<file path="src/include/serdes_rx_config.svh">
`ifndef SERDES_RX_CONFIG_SVH
`define SERDES_RX_CONFIG_SVH

// Decoded 8b/10b characters, LS byte goes out first on the line
`define SERDES_RX_K_COMMA     8'hBC  // K28.5
`define SERDES_RX_K_IDLE      8'h3C  // K28.1
`define SERDES_RX_K_PKT_START 8'hDC  // K28.6
`define SERDES_RX_K_PKT_END   8'h9C  // K28.4
`define SERDES_RX_K_XON       8'h5C  // K28.2
`define SERDES_RX_K_XOFF      8'h7C  // K28.3

// Invalid codes, reported by the deserializer itself
`define SERDES_RX_K_LOS       8'hFF  // K31.7, loss of input signal
`define SERDES_RX_K_ERROR     8'h00  // K0.0, code error

`define SERDES_RX_D_56        8'hC5  // D5.6, pairs with the comma

// Line FIFO holds 2^AWIDTH - 1 entries
`define SERDES_RX_FIFO_AWIDTH 9

`define SERDES_RX_LINK_FILTER 3      // Good samples needed for link-up

`endif
</file>
<file path="src/source/serdes_rx_link_mon.sv">
`timescale 1ns/1ps
`include "serdes_rx_config.svh"

module serdes_rx_link_mon
(
   input  logic        ser_rx_clk,
   input  logic        rst_rxclk,
   input  logic [15:0] ser_r_i,
   input  logic        ser_rklsb_i,
   input  logic        ser_rkmsb_i,
   output logic        xon_rcvd_o,
   output logic        xoff_rcvd_o,
   output logic        link_up_o
);

   localparam logic [17:0] W_ERROR = {2'b11, `SERDES_RX_K_ERROR, `SERDES_RX_K_ERROR};
   localparam logic [17:0] W_LOS   = {2'b11, `SERDES_RX_K_LOS, `SERDES_RX_K_LOS};

   logic [17:0] word;
   logic        xon_hit;
   logic        xoff_hit;
   logic        sample_good;
   logic [3:0]  hist_q;   // Newest sample in bit 0

   assign word = {ser_rkmsb_i, ser_rklsb_i, ser_r_i};

   // Either lane counts
   assign xon_hit  = ({ser_rkmsb_i, ser_r_i[15:8]} == {1'b1, `SERDES_RX_K_XON}) ||
                     ({ser_rklsb_i, ser_r_i[7:0]} == {1'b1, `SERDES_RX_K_XON});
   assign xoff_hit = ({ser_rkmsb_i, ser_r_i[15:8]} == {1'b1, `SERDES_RX_K_XOFF}) ||
                     ({ser_rklsb_i, ser_r_i[7:0]} == {1'b1, `SERDES_RX_K_XOFF});

   assign sample_good = (word != W_ERROR) && (word != W_LOS);

   always_ff @(posedge ser_rx_clk)
   begin
      if (rst_rxclk)
      begin
         xon_rcvd_o  <= 1'b0;
         xoff_rcvd_o <= 1'b0;
         hist_q      <= 4'd0;
         link_up_o   <= 1'b0;
      end
      else
      begin
         xon_rcvd_o  <= xon_hit;
         xoff_rcvd_o <= xoff_hit;
         hist_q      <= {hist_q[2:0], sample_good};
         link_up_o   <= &hist_q[`SERDES_RX_LINK_FILTER-1:0];  // All recent samples clean
      end
   end

endmodule

</file>
<file path="config.mk">
export PLATFORM = sky130hd
export DESIGN_NAME = serdes_rx_link_mon
export DESIGN_NICKNAME = d
export VERILOG_FILES = /design/src/source/serdes_rx_link_mon.sv
export VERILOG_INCLUDE_DIRS = /design/src /design/src/include
export SDC_FILE = /design/constraint.sdc
export NUM_CORES = 1
export LEC_CHECK = 0
export BUFFER_PORTS_ARGS = -buffer_cell sky130_fd_sc_hd__buf_2
export CAP_MARGIN = 0
export CORE_AREA = 3 3 40 42
export CTS_BUF_LIST = sky130_fd_sc_hd__clkbuf_16
export CTS_CLUSTER_DIAMETER = 30
export DETAILED_ROUTE_END_ITERATION = 16
export DIE_AREA = 0 0 43 45
export PLACE_DENSITY = 0.54
export SLEW_MARGIN = 10
export SYNTH_ARGS = -nofsm -noshare
export SYNTH_HDL_FRONTEND = slang
export SYNTH_SLANG_ARGS = --single-unit
</file>
<file path="constraint.sdc">
create_clock -name ser_rx_clk -period 1.1 [get_ports ser_rx_clk]
set_input_delay 0 -clock ser_rx_clk [delete_from_list [all_inputs] [get_ports ser_rx_clk]]
set_output_delay 0 -clock ser_rx_clk [all_outputs]
set_load 0.05 [all_outputs]
</file>
==> reports/results.tsv <==
metric	value	unit
result_of_the_run	completed	
setup_violations	0	
drt_first_iter_violations	3	
remaining_drc_errors	0	
vdd_ir_drop_max	0.0004118	V
crit_fanout	2	
reg2reg_to	link_up_o	
insertion_delay	0.23	ns
drt_first_pass_iters	2	
design.core.area	1285	sq um
min_path_type	in -> reg	
hold-path-endpoint	xoff_rcvd_o	
final_layout_fill_cell_count	130	
area_of_the_mapped_netlist	267.8	sq um
cts.htree.levels	1	
vias	347	
hold_depth	3	
worstPathBufferInverterCount	1	
max-cap-violations	0	
reg2reg_setup_slack	0.42	ns
cts-root-to-sink-buffers	2	
grt_pass1_vias	335	
cell_at_the_slowest_stage_of_the_critical_path	sky130_fd_sc_hd__or4_1	
cts_post_setup_buffers_inserted	0	
diodes	0	
number_of_placement_rows	13	
start_util	20.84	%
clkTransAtPathRegs	0.03	ns
finClkSkew	0.001738	ns
cp.arrival	1.09	ns
worst_path_cell_trace	buf_2, or4_1, nor4_1, and4_1, nor3_1	
ctsRootBufferMaster	sky130_fd_sc_hd__clkbuf_16	
slowest_delay	0.52	ns
cts.sinks	6	
report.power.total	866.3	uW
fp.dieH	45	microns
finish.instance_area	481.7	sq um
post_synthesis_instance_total	30	
final_min_period_over_clock_period	89.67	%
nNetsFinal	78	
grt_antenna_before_repair	0	
postSynth.topFlopCell	sky130_fd_sc_hd__dfxtp_1	
cp-start-kind	input pin	
dp_hpwl	607	microns
route.detailed.vias_per_inst	4.887	
io_buffer_count	22	
synth.net_count	50	
slew_violations	0	
postSynthRegisterBits	6	
tritoncts_buffers	3	
fmax	1.014	GHz
gp_congestion	0.7959	
areaGrowthSynthToFinish	79.91	%
slew_headroom	78.10	%
tightest_slew	0.3259	ns
global_route.overflow_total	0	
crit_family	simple AND/OR/NAND/NOR gates	
min_period	0.9863	ns
power.density_cell_area	1798	nW/um^2
postRouteWirelength	738	microns
synth_area_per_cell	8.925	sq um
grt_usage	9.508	%
synthArstFlopShare	0	%
min_from	ser_rklsb_i	
leakagePower	0.2155	nW
endpoint_kind	flop	
critical_setup_path_class	in -> reg	
timing.rr.start	hist_q[0]	
dieArea	1935	sq um
die_extent_in_x	43	microns
cp_data_required_time	1.21	ns
synth_edf_count	0	
grt_first_pass_wirelength	1.304	mm
detailed_place.area	396.6	sq um
synth.distinct_cells	14	
wl_per_cell	10.39	microns
grt_setup_unrepaired	no	
yosysSeqAreaShare	44.86	%
grt_max_degree	6	
reg2regPathDepth	2	
synth.yosys.warnings	0	
tritoncts_clock_tree	done	
timing.final.hold_violations	0	
post-place-ws	-0.1263	ns
ant_nets	0	
drive_above_1_share	46.43	%
num_io_pins	23	
final_critical_path_setup_slack	0.1137	ns
-- cell usage after synthesis (2+ instances only) --
cell	instances	share of area, %
sky130_fd_sc_hd__and4_1	2	6.5
sky130_fd_sc_hd__nand4_1	4	9.3
sky130_fd_sc_hd__dfxtp_1	6	45
sky130_fd_sc_hd__nor4_1	3	7.0
sky130_fd_sc_hd__nor2b_1	2	4.7
sky130_fd_sc_hd__nor3_1	3	5.6
sky130_fd_sc_hd__nand2_1	2	2.8
sky130_fd_sc_hd__nand3_1	2	3.7
-- logic make-up (layout without fill, tap and decap cells) --
family / count (synthesis) / in the layout / synth area share, %
compound gates: 2 / 2 / 5.139
buf+inv: 0 / 26 / 0
flops: 6 / 6 / 44.86
simple gates: 22 / 22 / 50.00
-- tightest hold or removal path: stages --
cell and delay (ns):
sky130_fd_sc_hd__buf_2 0.11, sky130_fd_sc_hd__nand4_1 0.07, sky130_fd_sc_hd__a21oi_1 0.05
-- cell type report --
cell class                      instances  area, sq um  area share (%)
Multi-Input combinational cell         24        147.6           30.65
Sequential cell                         6        120.1           24.94
Timing Repair Buffer                   23        120.1           24.94
Clock buffer                            3        75.07           15.58
Tap cell                               15        18.77           3.896
-- cell usage in the layout (no fill, tap or decap), types with 2 or more instances in the layout --
cell type / n
sky130_fd_sc_hd__clkbuf_16: 3
sky130_fd_sc_hd__nor4_1: 3
sky130_fd_sc_hd__nand2_1: 2
sky130_fd_sc_hd__nor3_1: 3
sky130_fd_sc_hd__dfxtp_1: 6
sky130_fd_sc_hd__nor2b_1: 2
sky130_fd_sc_hd__and4_1: 2
sky130_fd_sc_hd__nand3_1: 2
sky130_fd_sc_hd__nand4_1: 4
sky130_fd_sc_hd__buf_2: 22
-- sequential cells by signal, summed over array words and instances, names as in the netlist --
name	count
hist_q	3
link_up_o	1
xoff_rcvd_o	1
xon_rcvd_o	1
-- report_power, final --
group / total (mW) / switching (mW) / internal [mW] / leakage, nW
clock network: 0.576 / 0.110 / 0.465 / 0.0370
registers: 0.226 / 0.00127 / 0.225 / 0.0492
logic: 0.0647 / 0.0304 / 0.0343 / 0.129
total: 0.866 / 0.142 / 0.724 / 0.216
-- routing by layer --
layer | vias to the layer above | part of all wire (%) | global-route usage (%)
met5 | - | 0 | 0
li1 | 177 | - | -
met3 | 2 | 12 | 3.984
met4 | 0 | 1.4 | 9.036
met2 | 23 | 41 | 14.37
met1 | 145 | 46 | 9.927
-- per-stage QoR --
stage                     hold slack [ns]  cells  util (%)  setup TNS [ns]
after detailed placement           0.2352     67     30.87         -0.1263
after floorplan                   0.06907     30         -               0
final                             0.07259     71     37.49               0
after global routing               0.1024     71     37.49               0
after global placement             0.2330     67     30.87         -0.1185
after CTS                         0.07262     71     37.49               0
-- what timing repair did --
item | CTS | global route
gates resized for setup | 0 | 0
hold endpoints to repair | 1 | 0
endpoints found under the setup margin | 0 | 0
hold buffers | 1 | 0
-- how the worst max path moves through the flow --
| stage | from | end | slack (ns) | depth (start not counted) |
|---|---|---|---|---|
| 4_1_cts | ser_r_i[11] | hist_q[0] | 0.11 | 5 |
| 2_1_floorplan | ser_r_i[11] | hist_q[0] | 0.04 | 4 |
| 3_5_place_dp | ser_r_i[11] | hist_q[0] | -0.13 | 5 |
| 3_3_place_gp | ser_r_i[11] | hist_q[0] | -0.12 | 5 |
| 6_report | ser_r_i[11] | hist_q[0] | 0.11 | 5 |
| 5_1_grt | ser_r_i[11] | hist_q[0] | 0.03 | 5 |
Power figures use the tool's default switching activity.
