==> src/include/serdes_rx_config.svh <==
`ifndef SERDES_RX_CONFIG_SVH
`define SERDES_RX_CONFIG_SVH

// Decoded 8b/10b characters, LS byte goes out first on the line
`define SERDES_RX_K_COMMA     8'hBC  // K28.5
`define SERDES_RX_K_IDLE      8'h3C  // K28.1
`define SERDES_RX_K_PKT_START 8'hDC  // K28.6
`define SERDES_RX_K_PKT_END   8'h9C  // K28.4
`define SERDES_RX_K_XON       8'h5C  // K28.2
`define SERDES_RX_K_XOFF      8'h7C  // K28.3

// Invalid codes, reported by the deserializer itself
`define SERDES_RX_K_LOS       8'hFF  // K31.7, loss of input signal
`define SERDES_RX_K_ERROR     8'h00  // K0.0, code error

`define SERDES_RX_D_56        8'hC5  // D5.6, pairs with the comma

// Line FIFO holds 2^AWIDTH - 1 entries
`define SERDES_RX_FIFO_AWIDTH 9

`define SERDES_RX_LINK_FILTER 3      // Good samples needed for link-up

`endif
==> src/source/serdes_rx_pkg.sv <==
package serdes_rx_pkg;

   // Deframer states
   typedef enum logic [2:0]
   {
      rx_idle,
      rx_first_half,   // Waiting for low half of first line
      rx_first_full,   // Waiting for high half of first line
      rx_pkt_half,
      rx_pkt_full,
      rx_crc_check,
      rx_error,
      rx_done
   } rx_state_t;

   // One FIFO entry, a 32-bit line plus packet flags
   typedef struct packed
   {
      logic        err;    // Packet ended in error
      logic        sop;    // First line of packet
      logic        eop;    // Last line, trailer checked
      logic [31:0] line;   // First half-word in [15:0]
   } rx_entry_t;

endpackage

==> src/source/serdes_rx_deframer.sv <==
`timescale 1ns/1ps
`include "serdes_rx_config.svh"

module serdes_rx_deframer
(
   input  logic                     ser_rx_clk,
   input  logic                     rst_rxclk,
   input  logic [15:0]              ser_r_i,
   input  logic                     ser_rklsb_i,
   input  logic                     ser_rkmsb_i,
   input  logic                     fifo_full_i,
   output serdes_rx_pkg::rx_entry_t entry_o,
   output logic                     entry_write_o
);

   // Word patterns as {k_msb, k_lsb, msb, lsb}
   localparam logic [17:0] W_START =
      {2'b11, `SERDES_RX_K_PKT_START, `SERDES_RX_K_PKT_START};
   localparam logic [17:0] W_END   = {2'b11, `SERDES_RX_K_PKT_END, `SERDES_RX_K_PKT_END};
   localparam logic [17:0] W_COMMA = {2'b10, `SERDES_RX_K_COMMA, `SERDES_RX_D_56};
   localparam logic [17:0] W_XON   = {2'b11, `SERDES_RX_K_XON, `SERDES_RX_K_XON};
   localparam logic [17:0] W_XOFF  = {2'b11, `SERDES_RX_K_XOFF, `SERDES_RX_K_XOFF};

   logic [17:0]               even_word;
   logic [17:0]               odd_word;
   logic [17:0]               word;
   logic [8:0]                holder_q;   // Previous MS byte and its K flag
   logic                      odd_q;
   serdes_rx_pkg::rx_state_t  state_q;
   logic [15:0]               last_q;     // Most recent data word
   logic [31:0]               line_q;     // Line waiting for its push
   logic                      sop_q;
   logic [15:0]               crc_q;
   logic [15:0]               crc_next;
   logic                      is_data;
   logic                      is_fill;
   logic                      is_end;
   logic                      crc_ok;

   assign even_word = {ser_rkmsb_i, ser_rklsb_i, ser_r_i};

   // Stream shifted by one byte: old MS byte becomes the new LS byte
   assign odd_word = {ser_rklsb_i, holder_q[8], ser_r_i[7:0], holder_q[7:0]};

   always_ff @(posedge ser_rx_clk)
   begin
      if (rst_rxclk)
         holder_q <= 9'd0;
      else
         holder_q <= {ser_rkmsb_i, ser_r_i[15:8]};
   end

   assign word    = odd_q ? odd_word : even_word;
   assign is_data = (word[17:16] == 2'b00);
   assign is_fill = (word == W_COMMA) || (word == W_XON) || (word == W_XOFF);
   assign is_end  = (word == W_END);

   // Trailer sits in last_q once the end word has been seen
   assign crc_ok = (last_q == crc_q);

   // CRC runs one word behind, so the trailer never enters it
   crc16_d16 u_crc
   (
      .data_i (last_q),
      .crc_i  (crc_q),
      .crc_o  (crc_next)
   );

   always_ff @(posedge ser_rx_clk)
   begin
      if (rst_rxclk)
      begin
         state_q <= serdes_rx_pkg::rx_idle;
         odd_q   <= 1'b0;
         sop_q   <= 1'b0;
         crc_q   <= 16'hFFFF;
      end
      else
      begin
         case (state_q)
            serdes_rx_pkg::rx_idle:
            begin
               sop_q <= 1'b0;
               crc_q <= 16'hFFFF;
               if (even_word == W_START)
               begin
                  odd_q   <= 1'b0;
                  state_q <= serdes_rx_pkg::rx_first_half;
               end
               else if (odd_word == W_START)
               begin
                  odd_q   <= 1'b1;
                  state_q <= serdes_rx_pkg::rx_first_half;
               end
            end
            serdes_rx_pkg::rx_first_half:
            begin
               if (is_data)
                  state_q <= serdes_rx_pkg::rx_first_full;
               else if (!is_fill)
                  state_q <= serdes_rx_pkg::rx_error;
            end
            serdes_rx_pkg::rx_first_full:
            begin
               if (is_data)
               begin
                  crc_q   <= crc_next;
                  sop_q   <= 1'b1;       // First line now pending
                  state_q <= serdes_rx_pkg::rx_pkt_half;
               end
               else if (!is_fill)
                  state_q <= serdes_rx_pkg::rx_error;
            end
            serdes_rx_pkg::rx_pkt_half:
            begin
               if (is_data)
               begin
                  crc_q   <= crc_next;
                  state_q <= serdes_rx_pkg::rx_pkt_full;
               end
               else if (!is_fill)
                  state_q <= serdes_rx_pkg::rx_error;
            end
            serdes_rx_pkg::rx_pkt_full:
            begin
               if (is_data)
               begin
                  crc_q <= crc_next;
                  if (fifo_full_i)
                     state_q <= serdes_rx_pkg::rx_error;  // Pending line cannot go out
                  else
                  begin
                     sop_q   <= 1'b0;
                     state_q <= serdes_rx_pkg::rx_pkt_half;
                  end
               end
               else if (is_end)
                  state_q <= serdes_rx_pkg::rx_crc_check;
               else if (!is_fill)
                  state_q <= serdes_rx_pkg::rx_error;
            end
            serdes_rx_pkg::rx_crc_check:
            begin
               if (crc_ok && !fifo_full_i)
                  state_q <= serdes_rx_pkg::rx_done;
               else
                  state_q <= serdes_rx_pkg::rx_error;
            end
            serdes_rx_pkg::rx_error:
            begin
               if (!fifo_full_i)
                  state_q <= serdes_rx_pkg::rx_idle;  // Error entry goes out now
            end
            serdes_rx_pkg::rx_done:
            begin
               sop_q   <= 1'b0;
               state_q <= serdes_rx_pkg::rx_idle;
            end
            default:
               state_q <= serdes_rx_pkg::rx_idle;
         endcase
      end
   end

   // Payload registers
   always_ff @(posedge ser_rx_clk)
   begin
      if (is_data && (state_q inside {serdes_rx_pkg::rx_first_half,
                                      serdes_rx_pkg::rx_first_full,
                                      serdes_rx_pkg::rx_pkt_half,
                                      serdes_rx_pkg::rx_pkt_full}))
         last_q <= word[15:0];
      if (is_data && ((state_q == serdes_rx_pkg::rx_first_full) ||
                      ((state_q == serdes_rx_pkg::rx_pkt_full) && !fifo_full_i)))
         line_q <= {word[15:0], last_q};
   end

   // The pending line goes out when the next line completes or at the trailer
   always_comb
   begin
      entry_o.err   = 1'b0;
      entry_o.sop   = sop_q;
      entry_o.eop   = 1'b0;
      entry_o.line  = line_q;
      entry_write_o = 1'b0;
      case (state_q)
         serdes_rx_pkg::rx_pkt_full:
            entry_write_o = is_data & ~fifo_full_i;
         serdes_rx_pkg::rx_crc_check:
         begin
            entry_o.eop   = 1'b1;
            entry_write_o = crc_ok & ~fifo_full_i;
         end
         serdes_rx_pkg::rx_error:
         begin
            entry_o.err   = 1'b1;
            entry_write_o = ~fifo_full_i;
         end
         default:
            entry_write_o = 1'b0;
      endcase
   end

endmodule

==> src/source/crc16_d16.sv <==
`timescale 1ns/1ps

module crc16_d16
(
   input  logic [15:0] data_i,
   input  logic [15:0] crc_i,
   output logic [15:0] crc_o
);

   localparam logic [15:0] POLY = 16'h1021;  // x^16 + x^12 + x^5 + 1

   logic [15:0] crc_v;
   logic        fb;

   // Sixteen serial steps unrolled into one XOR network
   // Data bit 15 enters first
   always_comb
   begin
      crc_v = crc_i;
      fb    = 1'b0;
      for (int i = 15; i >= 0; i--)
      begin
         fb    = crc_v[15] ^ data_i[i];
         crc_v = {crc_v[14:0], 1'b0} ^ ({16{fb}} & POLY);
      end
      crc_o = crc_v;
   end

endmodule

==> config.mk <==
export PLATFORM = sky130hd
export DESIGN_NAME = serdes_rx_deframer
export DESIGN_NICKNAME = d
export VERILOG_FILES = /design/src/source/serdes_rx_pkg.sv /design/src/source/serdes_rx_deframer.sv /design/src/source/crc16_d16.sv
export VERILOG_INCLUDE_DIRS = /design/src /design/src/include
export SDC_FILE = /design/constraint.sdc
export NUM_CORES = 1
export LEC_CHECK = 0
export BUFFER_PORTS_ARGS = -buffer_cell sky130_fd_sc_hd__buf_2
export CORE_ASPECT_RATIO = 0.8
export CORE_MARGIN = 2
export CORE_UTILIZATION = 60
export CTS_CLUSTER_DIAMETER = 50
export DETAILED_ROUTE_END_ITERATION = 10
export PLACE_DENSITY = 0.83
export SLEW_MARGIN = 20
export SYNTH_ARGS = -nofsm -noshare
export SYNTH_HDL_FRONTEND = slang
export SYNTH_SLANG_ARGS = --single-unit
==> constraint.sdc <==
create_clock -name ser_rx_clk -period 6.7 [get_ports ser_rx_clk]
set_input_delay 1.34 -clock ser_rx_clk [delete_from_list [all_inputs] [get_ports ser_rx_clk]]
set_output_delay 1.34 -clock ser_rx_clk [all_outputs]
set_load 0.01 [all_outputs]
==> flow_summary.yaml <==
grt:
  grt_pass1_vias: 2433
  grt_pass1_wl_mm: 12.5
  gr-total-overflow: 0
  grt_max_degree: 33
  grt_antenna_before_repair: 0
  grt_usage_pct: 23.9
routing:
  vias: 2705
  dr.max_layer_used: "met4"
  first_pass_iters: 5
  antenna_left: 0
  route.met3.wl_um: 580
  wl_met1_mm: 3.61
  route.met2.wl_mm: 3.67
  drtIter0Drc: 232
  drc: 0
  wirelength_mm: 7.97
  wl_per_cell_um: 17.3
  via_per_inst: 5.88
final_layout:
  postLayoutCellArea_um2: 4370
  layout-drive-gt1-share_pct: 26.3
  area_delta_synth_final_pct: 13.9
  n_antenna_cell: 0
  final_nets: 392
  finalNonFillerCells: 460
synthesis:
  yosysUniqueCellTypes: 54
  synth-edff-count: 48
  synth_ff_type: "edfxtp_1"
  yosysTopAreaCell: "edfxtp_1"
  yosysTopAreaCellShare_pct: 37.6
  synth_area_per_cell_um2: 12.1
  ys_seq_area_share_pct: 53.2
  netlist_instances: 317
  synth_most_common_cell: "edfxtp_1"
  synth_common_cells: "edfxtp_1 (48), dfxtp_1 (30), xnor2_1 (21), a21oi_1 (18), nand2_1 (16)"
  postSynth.asyncResetShare_pct: 0
  netlist_area_um2: 3840
  synth-seq-cells: 78
  synth_area_leaders: "edfxtp_1 (38%), dfxtp_1 (16%), xnor2_1 (4.8%), mux2_2 (3.8%), xnor3_1 (3.5%)"
  yosysWarningCount: 0
  syn-num-nets: 338
timing:
  hold_violations: 0
  setup_ws_ns: 2.82
  min_period_ns: 3.88
  worst_pin_slew_ns: 1.09
  fin_skew_ns: 0.0158
  setup_viol: 0
  drv_slew: 0
  fmax_mhz: 258
  min_period_over_period_pct: 57.9
  rsz0062_at_grt: "false"
  fin_setup_tns_ns: 0
  holdWs_ns: 0.470
  slew_headroom_pct: 27.1
floorplanning:
  die_w_um: 93.4
  die-area_um2: 7050
  core_um2: 6280
  die_h_um: 75.5
  placementRows: 26
  ios: 57
  start_util_pct: 61.1
clock_tree:
  ctsResizeCount: 0
  cts_buffers: 9
  numClockSinks: 78
  cts_tree: "done"
  cts_setup_buffers: 0
  holdBufCountCts: 0
  ctsLongestPathBuffers: 2
  htreeDepth: 3
  root_buffer: "clkbuf_8"
  insertion_delay_ns: 0.34
  clkSlewWorstSetupHoldPaths_ns: 0.08
critical_path:
  critPathKind: "flip-flop to primary output"
  rr_endpoint: "crc_q[5]"
  path_buf_inv: 1
  reg2reg_from: "odd_q"
  path_cells: "mux2i_1, and2_1, o21ai_0, a21oi_1, buf_2"
  slowest_stage: "dfxtp_1"
  reg2reg_slack_ns: 3.93
  critPathTopFamily: "flip-flops"
  critical_path_arrival_ns: 2.54
  r2r_cells: 6
  worstPathMaxFanout: 30
  required_ns: 5.36
  cp-end-kind: "primary output"
  worst_setup_path_start_kind: "flip-flop"
  cpPeakStageDelay_ns: 1.05
power:
  vdd_drop_max_v: 0.000153
  power.static_leakage_nw: 1.65
  p_per_area_nw_per_um2: 380
worst_hold_path:
  min_from: "last_q[9]"
  hp-class: "flip-flop to flip-flop"
  hold_end: "line_q[9]"
  hold_path_depth: 0
place:
  dpl.hpwl_mm: 5.67
  dp_slack_ns: 2.93
  dp.cells: 444
  dpl_cell_area_um2: 4190
  gp_congestion: 0.910
  portBuffers: 56
flow_run:
  maxCapViolCount: 0
status:
  status: "completed"
==> layout by cell type, fill, tap and decap left out, types with 3 or more instances in the layout <==
cell,count
a21oi_1,18
a31oi_1,3
and2_1,3
and3_1,4
buf_2,56
clkbuf_1,3
clkbuf_8,9
dfxtp_1,30
edfxtp_1,48
inv_1,5
mux2_2,13
mux2i_1,4
nand2_1,16
nand2b_1,9
nand4_1,8
nand4bb_1,3
nor2_1,13
nor2b_1,12
nor3_1,9
nor3b_1,3
nor4_1,5
o21ai_0,10
o22ai_1,8
xnor2_1,21
xnor2_2,8
xnor3_1,6
xor2_1,8
==> report_power, final <==
part | leakage (nW) | switching (mW) | internal [mW] | total [mW]
logic | 0.872 | 0.351 | 0.333 | 0.684
clock network | 0.0943 | 0.159 | 0.172 | 0.331
registers | 0.683 | 0.0615 | 0.583 | 0.645
total | 1.65 | 0.572 | 1.09 | 1.66
==> metal layers <==
layer / up-vias / global-route usage [%]
met5: - / 0
met4: 0 / 6.86
met3: 13 / 5.93
met2: 127 / 37.3
met1: 1298 / 33.9
li1: 1267 / -
==> kinds of logic (layout without fill, tap and decap cells) <==
kind of cell	count (synthesis)	after routing	share of synthesized area (%)
multiplexers	17	17	4.86
adder cells (fa/ha/maj)	1	1	0.261
buffers and inverters	20	79	2.09
XOR/XNOR	48	48	16.2
AND/OR/NAND/NOR	98	98	14.7
flip-flops	78	78	53.2
AO/OA/AOI/OAI	55	55	8.64
==> metrics by stage <==
stage          total power [mW]  utilization [%]
5_1_grt                    1.76             69.6
4_1_cts                    1.66             69.6
2_1_floorplan              1.19                -
6_report                   1.66             69.6
3_3_place_gp               1.31             66.6
3_5_place_dp               1.33             66.7
==> how the worst max path moves through the flow <==
stage	startpoint	end	slack (ns)	cells after the start
after floorplan	ser_rkmsb_i	entry_write_o	3.16	5
after global placement	ser_rkmsb_i	entry_write_o	2.97	6
after detailed placement	ser_rkmsb_i	entry_write_o	2.93	6
after CTS	odd_q	entry_write_o	2.86	5
after global routing	odd_q	entry_write_o	2.64	5
final	odd_q	entry_write_o	2.82	5
==> sequential cells by signal, summed over array words and instances, names as in the netlist <==
name	flops
crc_q	16
odd_q	1
last_q	16
sop_q	1
line_q	32
state_q	3
holder_q	9
==> area by class of cell <==
type                       instances  area [µm²]
inverter                           5        18.8
tap                               84         105
clock inverter                     4        48.8
multi-input combinational        219        1730
sequential                        78        2040
fill                             448        1910
clock buffer                      12         135
timing repair buffer              58         295
(Power assumes the default switching activity.)
