--- src/include/serdes_rx_config.svh ---
`ifndef SERDES_RX_CONFIG_SVH
`define SERDES_RX_CONFIG_SVH

// Decoded 8b/10b characters, LS byte goes out first on the line
`define SERDES_RX_K_COMMA     8'hBC  // K28.5
`define SERDES_RX_K_IDLE      8'h3C  // K28.1
`define SERDES_RX_K_PKT_START 8'hDC  // K28.6
`define SERDES_RX_K_PKT_END   8'h9C  // K28.4
`define SERDES_RX_K_XON       8'h5C  // K28.2
`define SERDES_RX_K_XOFF      8'h7C  // K28.3

// Invalid codes, reported by the deserializer itself
`define SERDES_RX_K_LOS       8'hFF  // K31.7, loss of input signal
`define SERDES_RX_K_ERROR     8'h00  // K0.0, code error

`define SERDES_RX_D_56        8'hC5  // D5.6, pairs with the comma

// Line FIFO holds 2^AWIDTH - 1 entries
`define SERDES_RX_FIFO_AWIDTH 9

`define SERDES_RX_LINK_FILTER 3      // Good samples needed for link-up

`endif
--- src/source/serdes_rx_pkg.sv ---
package serdes_rx_pkg;

   // Deframer states
   typedef enum logic [2:0]
   {
      rx_idle,
      rx_first_half,   // Waiting for low half of first line
      rx_first_full,   // Waiting for high half of first line
      rx_pkt_half,
      rx_pkt_full,
      rx_crc_check,
      rx_error,
      rx_done
   } rx_state_t;

   // One FIFO entry, a 32-bit line plus packet flags
   typedef struct packed
   {
      logic        err;    // Packet ended in error
      logic        sop;    // First line of packet
      logic        eop;    // Last line, trailer checked
      logic [31:0] line;   // First half-word in [15:0]
   } rx_entry_t;

endpackage

--- src/source/serdes_rx_buf_if.sv ---
`timescale 1ns/1ps

module serdes_rx_buf_if
(
   input  logic                     ser_rx_clk,
   input  logic                     rst_rxclk,
   input  serdes_rx_pkg::rx_entry_t head_i,
   input  logic                     empty_i,
   output logic                     read_o,
   output logic [31:0]              wr_dat_o,
   output logic                     wr_write_o,
   output logic                     wr_done_o,
   output logic                     wr_error_o,
   input  logic                     wr_ready_i,
   input  logic                     wr_full_i
);

   logic active_q;  // A packet is going to the writer

   always_ff @(posedge ser_rx_clk)
   begin
      if (rst_rxclk)
         active_q <= 1'b0;
      else if (active_q && (wr_full_i || (!empty_i && (head_i.eop || head_i.err))))
         active_q <= 1'b0;   // Packet finished or writer aborted
      else if (!active_q && !empty_i && wr_ready_i && head_i.sop)
         active_q <= 1'b1;
   end

   // Lines without a start flag seen while idle are leftovers, drop them
   assign read_o = (active_q | ~head_i.sop) & ~empty_i;

   assign wr_write_o = active_q & ~empty_i;
   assign wr_done_o  = wr_write_o & head_i.eop;
   assign wr_error_o = wr_write_o & head_i.err;
   assign wr_dat_o   = head_i.line;

endmodule

--- config.mk ---
export PLATFORM = sky130hd
export DESIGN_NAME = serdes_rx_buf_if
export DESIGN_NICKNAME = d
export VERILOG_FILES = /design/src/include/serdes_rx_config.svh /design/src/source/serdes_rx_pkg.sv /design/src/source/serdes_rx_buf_if.sv
export SDC_FILE = /design/constraint.sdc
export NUM_CORES = 1
export LEC_CHECK = 0
export ABC_CLOCK_PERIOD_IN_PS = 800
export BUFFER_PORTS_ARGS = -buffer_cell sky130_fd_sc_hd__buf_2
export CAP_MARGIN = 20
export CORE_UTILIZATION = 19
export CTS_CLUSTER_DIAMETER = 150
export DETAILED_ROUTE_END_ITERATION = 6
export PLACE_DENSITY = 0.79
export SKIP_CTS_REPAIR_TIMING = 1
export SLEW_MARGIN = 20
export SYNTH_ARGS = -nofsm -noshare
export SYNTH_HDL_FRONTEND = slang
export SYNTH_SLANG_ARGS = --single-unit
--- constraint.sdc ---
create_clock -name ser_rx_clk -period 0.8 [get_ports ser_rx_clk]
set_input_delay 0.12 -clock ser_rx_clk [delete_from_list [all_inputs] [get_ports ser_rx_clk]]
set_output_delay 0.12 -clock ser_rx_clk [all_outputs]
set_load 0.05 [all_outputs]
==> impl_metrics.env, run 1 <==
export IMPL_drive_above_1_share=0.769
export IMPL_slew_headroom=0.889
export IMPL_antenna_found_initial=0
export IMPL_p_leak_nw=0.110
export IMPL_synth_edf_count=0
export IMPL_setup_tns_ns=-0.314
export IMPL_ir_drop_mv=0.126
export IMPL_finalWorstSetupSlack_ns=-0.0934
export IMPL_top_regs="active_q x1"
export IMPL_syn_avg_cell_area_sq_um=7.25
export IMPL_r2r_slack_ns=-0.02
export IMPL_rsz0062_at_grt="true"
export IMPL_status="finished, violations left"
export IMPL_post_route_min_period_ns=0.893
export IMPL_syn_nets=84
export IMPL_hold_violations=0
export IMPL_grt_max_degree=5
export IMPL_fin_crit_sh=1.12
export IMPL_die_y_um=43.0
export IMPL_worstPathBufferInverterCount=1
export IMPL_die_w_um=43.0
export IMPL_routedWlPerCell_um=10.7
export IMPL_wl_um=450
export IMPL_grt_pass1_vias=161
export IMPL_top_register="active_q"
export IMPL_start_kind="flip-flop"
export IMPL_dr_pass1_iters=1
export IMPL_max_slew_worst_pin_slew_ns=0.165
export IMPL_finClkSkew_ns=0
export IMPL_ff2ff_path_depth=4
export IMPL_grt_first_pass_wirelength_um=683
export IMPL_rows=14
export IMPL_viasPerCell=3.67
export IMPL_min_delay_start="head_i[0]"
export IMPL_crit_reg2reg_launch="active_q"
export IMPL_synth_top_cells_by_count="32 x buf_4, 4 x nor2_1, 2 x and2_1"
export IMPL_critPathRequiredTime_ns=0.68
export IMPL_drc_errors=0
export IMPL_yosysWarnings=0
export IMPL_setup_viol=5
export IMPL_criticalPathCategory="reg2out"
export IMPL_syn_cell_area_sq_um=319
export IMPL_min_path_cells=0
export IMPL_p_per_area_nw_per_um2=603
export IMPL_drv_slew=0
export IMPL_io_pins=76
export IMPL_antenna_cells=0
export IMPL_dpl_hpwl_um=370
export IMPL_hold_path_class="in2out"
export IMPL_synth_cells=44
export IMPL_cp_max_fo=3
export IMPL_track_usage=0.0459
export IMPL_ys_seq_elements=1
export IMPL_synth_seq_area_share=0.0627
export IMPL_synth_most_common_cell="buf_4"
export IMPL_cp_data_arrival_time_ns=0.77
export IMPL_crit_path_max_incr_delay_ns=0.32
export IMPL_holdPathEnd="wr_dat_o[0]"
export IMPL_largest_reg_flops=1
export IMPL_path_clk_slew_ns=0
export IMPL_grt_overflow_total=0
export IMPL_fmax_mhz=1120
export IMPL_cp_end_kind="output port"
export IMPL_synth_area_leaders="buf_4 75%, dfxtp_1 6.3%, nor2_1 4.7%"
export IMPL_power_uw=139
export IMPL_start_util=0.207
export IMPL_ant_nets=0
export IMPL_ys_flop_type="dfxtp_1"
export IMPL_drtIter0Drc=0
export IMPL_violations="negative setup slack"
export IMPL_synth_cell_type_count=9
export IMPL_syn_to_final_growth_pct=-27.8
export IMPL_die_area_sq_um=1850
export IMPL_drv_cap=0
export IMPL_worstSkewPairLatency_ns=0
export IMPL_crit_slowest_cell="dfxtp_2"
export IMPL_cp_cell_sequence="nor2b_4 > and2_4 > buf_8"
export IMPL_yosys_area_top_type_share=0.753
export IMPL_reg2reg_to="active_q"
export IMPL_globalplace_congestion=0.594
export IMPL_async_flop_share=0
export IMPL_critPathTopFamily="flip-flops"
export IMPL_coreArea_sq_um=1540
export IMPL_io_buffers=11
export IMPL_yosys_area_top_type="buf_4"
export IMPL_via_count=154
export IMPL_final_nets=68
-- power by group --
part	switching (mW)	total, mW	internal, mW	leakage (nW)
clock	0	0	0	0
sequential	0.00163	0.0547	0.0531	0.00860
combinational	0.0437	0.0840	0.0403	0.101
-- through the flow --
step | cells | area [sq um] | utilization | setup WS [ns] | hold WS (ns)
2_1_floorplan | 44 | 338 | - | -0.278 | 0.250
3_3_place_gp | 41 | 188 | 0.122 | -0.147 | 0.240
3_5_place_dp | 41 | 188 | 0.122 | -0.170 | 0.240
4_1_cts | 41 | 188 | 0.122 | -0.171 | 0.240
5_1_grt | 42 | 230 | 0.149 | -0.114 | 0.240
6_report | 42 | 230 | 0.149 | -0.0934 | 0.240
-- placed cells by master, fill, tap and decap left out --
cell      netlist  layout
and2_4          0       2
nand2_1         1       1
clkbuf_4        0       1
buf_4          32       3
dfxtp_2         0       1
nor2_4          0       1
nor2b_2         1       1
nor2_1          4       3
buf_2           0       7
nand3_1         1       1
o211ai_1        1       1
nor2b_4         0       1
buf_8           0       3
-- cell type report --
cell class                      instances  area [sq um]
Fill cell                             179          1310
Timing Repair Buffer                   14           110
Multi-Input combinational cell         11          78.8
Sequential cell                         1          21.3
Tap cell                               16          20.0
-- logic make-up (layout without fill, tap and decap cells) --
| group | after synthesis | after routing | synth area share |
|---|---|---|---|
| compound gates | 1 | 1 | 0.0235 |
| buf+inv | 32 | 14 | 0.753 |
| flops | 1 | 1 | 0.0627 |
| simple gates | 10 | 10 | 0.161 |
-- worst max path at each step --
| stage | start | end | slack [ns] | depth (start not counted) |
|---|---|---|---|---|
| floorplan | active_q | wr_done_o | -0.28 | 2 |
| global placement | active_q | wr_error_o | -0.15 | 3 |
| detailed placement | active_q | wr_done_o | -0.17 | 3 |
| CTS | active_q | wr_done_o | -0.17 | 3 |
| global route | active_q | wr_done_o | -0.11 | 3 |
| finish | active_q | wr_done_o | -0.09 | 3 |
-- per-layer routing --
layer	GRT usage	vias to the layer above	share of wire
met2	0.0697	15	0.48
met4	0.0242	0	0
met1	0.0406	71	0.30
met5	0	-	0
met3	0.0426	0	0.22
li1	-	68	-
-- worst reg2reg max path, stage by stage, from the launching register on --
cell     delay (ns)
dfxtp_2        0.31
nor2b_2        0.17
buf_4          0.13
nand3_1        0.07
nand2_1        0.07
Note: power is estimated with default switching activity, not from simulation.
==> inputs of run 2 (changes only) <==
Settings changed: CELL_PAD_IN_SITES_DETAIL_PLACEMENT set to 1, CELL_PAD_IN_SITES_GLOBAL_PLACEMENT set to 1, CORE_UTILIZATION 19 to 10, PLACE_DENSITY 0.79 to 0.81.
==> impl_metrics.env, run 2 (synthesis results as in run 1) <==
export IMPL_hold_ws_ns=0.240
export IMPL_slew_headroom=0.831
export IMPL_antenna_found_initial=0
export IMPL_path_clk_slew_ns=0
export IMPL_ir_drop_mv=0.0847
export IMPL_layout_common_cells="8 x buf_2, 4 x buf_4, 3 x nor2_1, 3 x buf_8, 2 x and2_4"
export IMPL_final_nets=69
export IMPL_top_regs="active_q x1"
export IMPL_ff2ff_path_depth=4
export IMPL_cp_end_kind="output port"
export IMPL_p_leak_nw=0.115
export IMPL_max_slew_worst_pin_slew_ns=0.255
export IMPL_globalplace_congestion=0.527
export IMPL_dp_cells=70
export IMPL_ant_nets=0
export IMPL_wl_um=495
export IMPL_via_count=167
export IMPL_largest_reg_flops=1
export IMPL_critPathRequiredTime_ns=0.68
export IMPL_drtIter0Drc=3
export IMPL_fin_cells=71
export IMPL_routedWlPerCell_um=6.97
export IMPL_rsz0062_at_grt="true"
export IMPL_antenna_cells=0
export IMPL_dr_pass1_iters=2
export IMPL_start_kind="flip-flop"
export IMPL_dpl_cell_area_sq_um=230
export IMPL_setup_viol=5
export IMPL_coreArea_sq_um=3030
export IMPL_rows=20
export IMPL_start_util=0.105
export IMPL_criticalPathCategory="reg2out"
export IMPL_cp_data_arrival_time_ns=0.77
export IMPL_die_area_sq_um=3420
export IMPL_finalWorstSetupSlack_ns=-0.0919
export IMPL_drc_errors=0
export IMPL_die_y_um=58.5
export IMPL_die_w_um=58.5
export IMPL_p_per_area_nw_per_um2=522
export IMPL_fin_util=0.0893
export IMPL_worstSkewPairLatency_ns=0
export IMPL_track_usage=0.0193
export IMPL_io_pins=76
export IMPL_min_path_cells=0
export IMPL_cp_max_fo=3
export IMPL_drive_above_1_share=0.778
export IMPL_hold_path_class="in2out"
export IMPL_top_register="active_q"
export IMPL_grt_pass1_vias=138
export IMPL_io_buffers=11
export IMPL_final_cell_area_sq_um=270
export IMPL_fmax_mhz=1120
export IMPL_syn_to_final_growth_pct=-15.3
export IMPL_finClkSkew_ns=0
export IMPL_hold_violations=0
export IMPL_final_common_cell="buf_2"
export IMPL_fin_crit_sh=1.11
export IMPL_grt_overflow_total=0
export IMPL_drv_cap=0
export IMPL_post_route_min_period_ns=0.892
export IMPL_n_fill_cell=367
export IMPL_grt_first_pass_wirelength_um=552
export IMPL_grt_max_degree=4
export IMPL_drv_slew=0
export IMPL_power_uw=141
export IMPL_viasPerCell=2.35
export IMPL_status="finished, violations left"
export IMPL_violations="negative setup slack"
[run 2: cell count changes in the layout (fill, tap and decap cells not counted)]
| cell | change |
|---|---|
| buf_2 | +1 |
| buf_4 | +1 |
| clkbuf_4 | -1 |
[run 2: layout make-up]
| class | instances | area (sq um) | share of cell area |
|---|---|---|---|
| well taps | 44 | 55.1 | 0.204 |
| multi-input cells | 11 | 78.8 | 0.292 |
| flip-flops and latches | 1 | 21.3 | 0.0787 |
| repair buffers | 15 | 115 | 0.426 |
[run 2: worst paths after layout]
check	from	end	slack, ns
worst max-delay path	active_q	wr_error_o	-0.09
worst min-delay path	head_i[23]	wr_dat_o[23]	0.24
worst max register to register	active_q	active_q	-0.02
worst min register to register	active_q	active_q	0.49
[run 2: routing by layer]
layer  up-vias  GRT usage  wire (um)
li1         69          -          -
met1        86     0.0212        172
met2         8     0.0279        251
met3         4     0.0110         63
met4         0     0.0136          8
met5         -          0          0
[run 2: metrics by stage]
stage / worst slack (ns) / TNS, ns
4_1_cts: -0.174 / -0.654
3_3_place_gp: -0.147 / -0.514
6_report: -0.0919 / -0.318
5_1_grt: -0.127 / -0.488
3_5_place_dp: -0.175 / -0.655
2_1_floorplan: -0.278 / -0.557
[run 2: worst max-delay path, stage by stage (launching register included)]
cell     delay, ns
dfxtp_2       0.32
nor2b_4       0.16
and2_4        0.15
buf_8         0.13
[run 2: report_power, final]
group / leakage [nW] / switching [mW] / internal (mW)
Sequential: 0.00860 / 0.00160 / 0.0530
Combinational: 0.106 / 0.0445 / 0.0419
Clock: 0 / 0 / 0
Total: 0.115 / 0.0461 / 0.0949
==> inputs of run 3 (changes only) <==
Settings changed: ABC_CLOCK_PERIOD_IN_PS 800 to 900, CORE_UTILIZATION 10 to 11, PLACE_DENSITY 0.81 to 0.84, RECOVER_POWER set to 100.
Clock period 0.8 ns to 0.9 ns, I/O delays scaled along.
==> impl_metrics.env, run 3 (synthesis results as in run 1) <==
export IMPL_status="complete, no violations"
export IMPL_fin_util=0.0858
export IMPL_coreArea_sq_um=2760
export IMPL_dp_cells=56
export IMPL_path_clk_slew_ns=0
export IMPL_ant_nets=0
export IMPL_finClkSkew_ns=0
export IMPL_grt_max_degree=5
export IMPL_layout_common_cells="9 x buf_2, 3 x nor2_1, 3 x buf_4, 2 x and2_4, 2 x buf_8"
export IMPL_start_kind="flip-flop"
export IMPL_cp_end_kind="output port"
export IMPL_rows=19
export IMPL_antenna_cells=0
export IMPL_p_leak_nw=0.108
export IMPL_grt_overflow_total=0
export IMPL_io_pins=76
export IMPL_io_buffers=11
export IMPL_globalplace_congestion=0.575
export IMPL_fmax_mhz=1110
export IMPL_drv_cap=0
export IMPL_drc_errors=0
export IMPL_final_cell_area_sq_um=236
export IMPL_worstSkewPairLatency_ns=0
export IMPL_grt_pass1_vias=156
export IMPL_p_per_area_nw_per_um2=511
export IMPL_setup_tns_ns=0
export IMPL_slew_headroom=0.833
export IMPL_r2r_slack_ns=0.06
export IMPL_die_w_um=55.9
export IMPL_hold_violations=0
export IMPL_grt_first_pass_wirelength_um=745
export IMPL_start_util=0.116
export IMPL_max_slew_worst_pin_slew_ns=0.252
export IMPL_die_y_um=55.9
export IMPL_wl_um=534
export IMPL_dpl_hpwl_um=477
export IMPL_fin_crit_sh=1.00
export IMPL_n_fill_cell=337
export IMPL_critPathRequiredTime_ns=0.76
export IMPL_hold_ws_ns=0.270
export IMPL_drv_slew=0
export IMPL_top_regs="active_q x1"
export IMPL_drtIter0Drc=7
export IMPL_dpl_cell_area_sq_um=206
export IMPL_drive_above_1_share=0.769
export IMPL_fin_cells=57
export IMPL_final_common_cell="buf_2"
export IMPL_hold_path_class="in2out"
export IMPL_dr_pass1_iters=2
export IMPL_via_count=169
export IMPL_die_area_sq_um=3120
export IMPL_ir_drop_mv=0.174
export IMPL_setup_viol=0
export IMPL_largest_reg_flops=1
export IMPL_antenna_found_initial=0
export IMPL_syn_to_final_growth_pct=-25.9
export IMPL_rsz0062_at_grt="true"
export IMPL_criticalPathCategory="reg2out"
export IMPL_top_register="active_q"
export IMPL_cp_max_fo=3
export IMPL_routedWlPerCell_um=9.37
export IMPL_cp_data_arrival_time_ns=0.76
export IMPL_post_route_min_period_ns=0.900
export IMPL_viasPerCell=2.96
export IMPL_final_nets=68
export IMPL_track_usage=0.0296
[run 3: cell count changes in the layout (fill, tap and decap cells not counted), sizes merged]
cell / change
buf: -1
[run 3: path summary, 6_finish.rpt]
check / to / start / cells past startpoint
worst max-delay path: wr_error_o / active_q / 3
worst min-delay path: wr_dat_o[25] / head_i[25] / 0
worst max register to register: active_q / active_q / 4
worst min register to register: active_q / active_q / 3
[run 3: metrics by stage]
stage               setup slack [ns]  power, mW
finish                     0.0000481      0.121
global route                 -0.0319      0.126
CTS                          -0.0973      0.116
detailed placement           -0.0955      0.116
global placement             -0.0592      0.113
floorplan                     -0.193      0.464
[run 3: area by class of cell]
cell class / count / area (sq um) / share of cell area
multi-input combinational: 11 / 78.8 / 0.333
sequential: 1 / 21.3 / 0.0899
timing repair buffer: 14 / 97.6 / 0.413
tap: 31 / 38.8 / 0.164
[run 3: metal layers]
| metal | GRT usage | share of wire | vias to the layer above |
|---|---|---|---|
| li1 | - | - | 67 |
| met1 | 0.0199 | 0.23 | 71 |
| met2 | 0.0568 | 0.55 | 29 |
| met3 | 0.0279 | 0.21 | 2 |
| met4 | 0.00697 | 0.0094 | 0 |
| met5 | 0 | 0 | - |
[run 3: power by group]
part | total [mW] | switching [mW] | internal (mW) | leakage [nW]
logic | 0.0722 | 0.0389 | 0.0333 | 0.0994
registers | 0.0486 | 0.00143 | 0.0472 | 0.00860
clock network | 0 | 0 | 0 | 0
[run 3: worst max-delay path, stage by stage (launching register included)]
cell and delay (ns):
dfxtp_2 0.32, nor2b_4 0.15, and2_4 0.15, buf_8 0.13
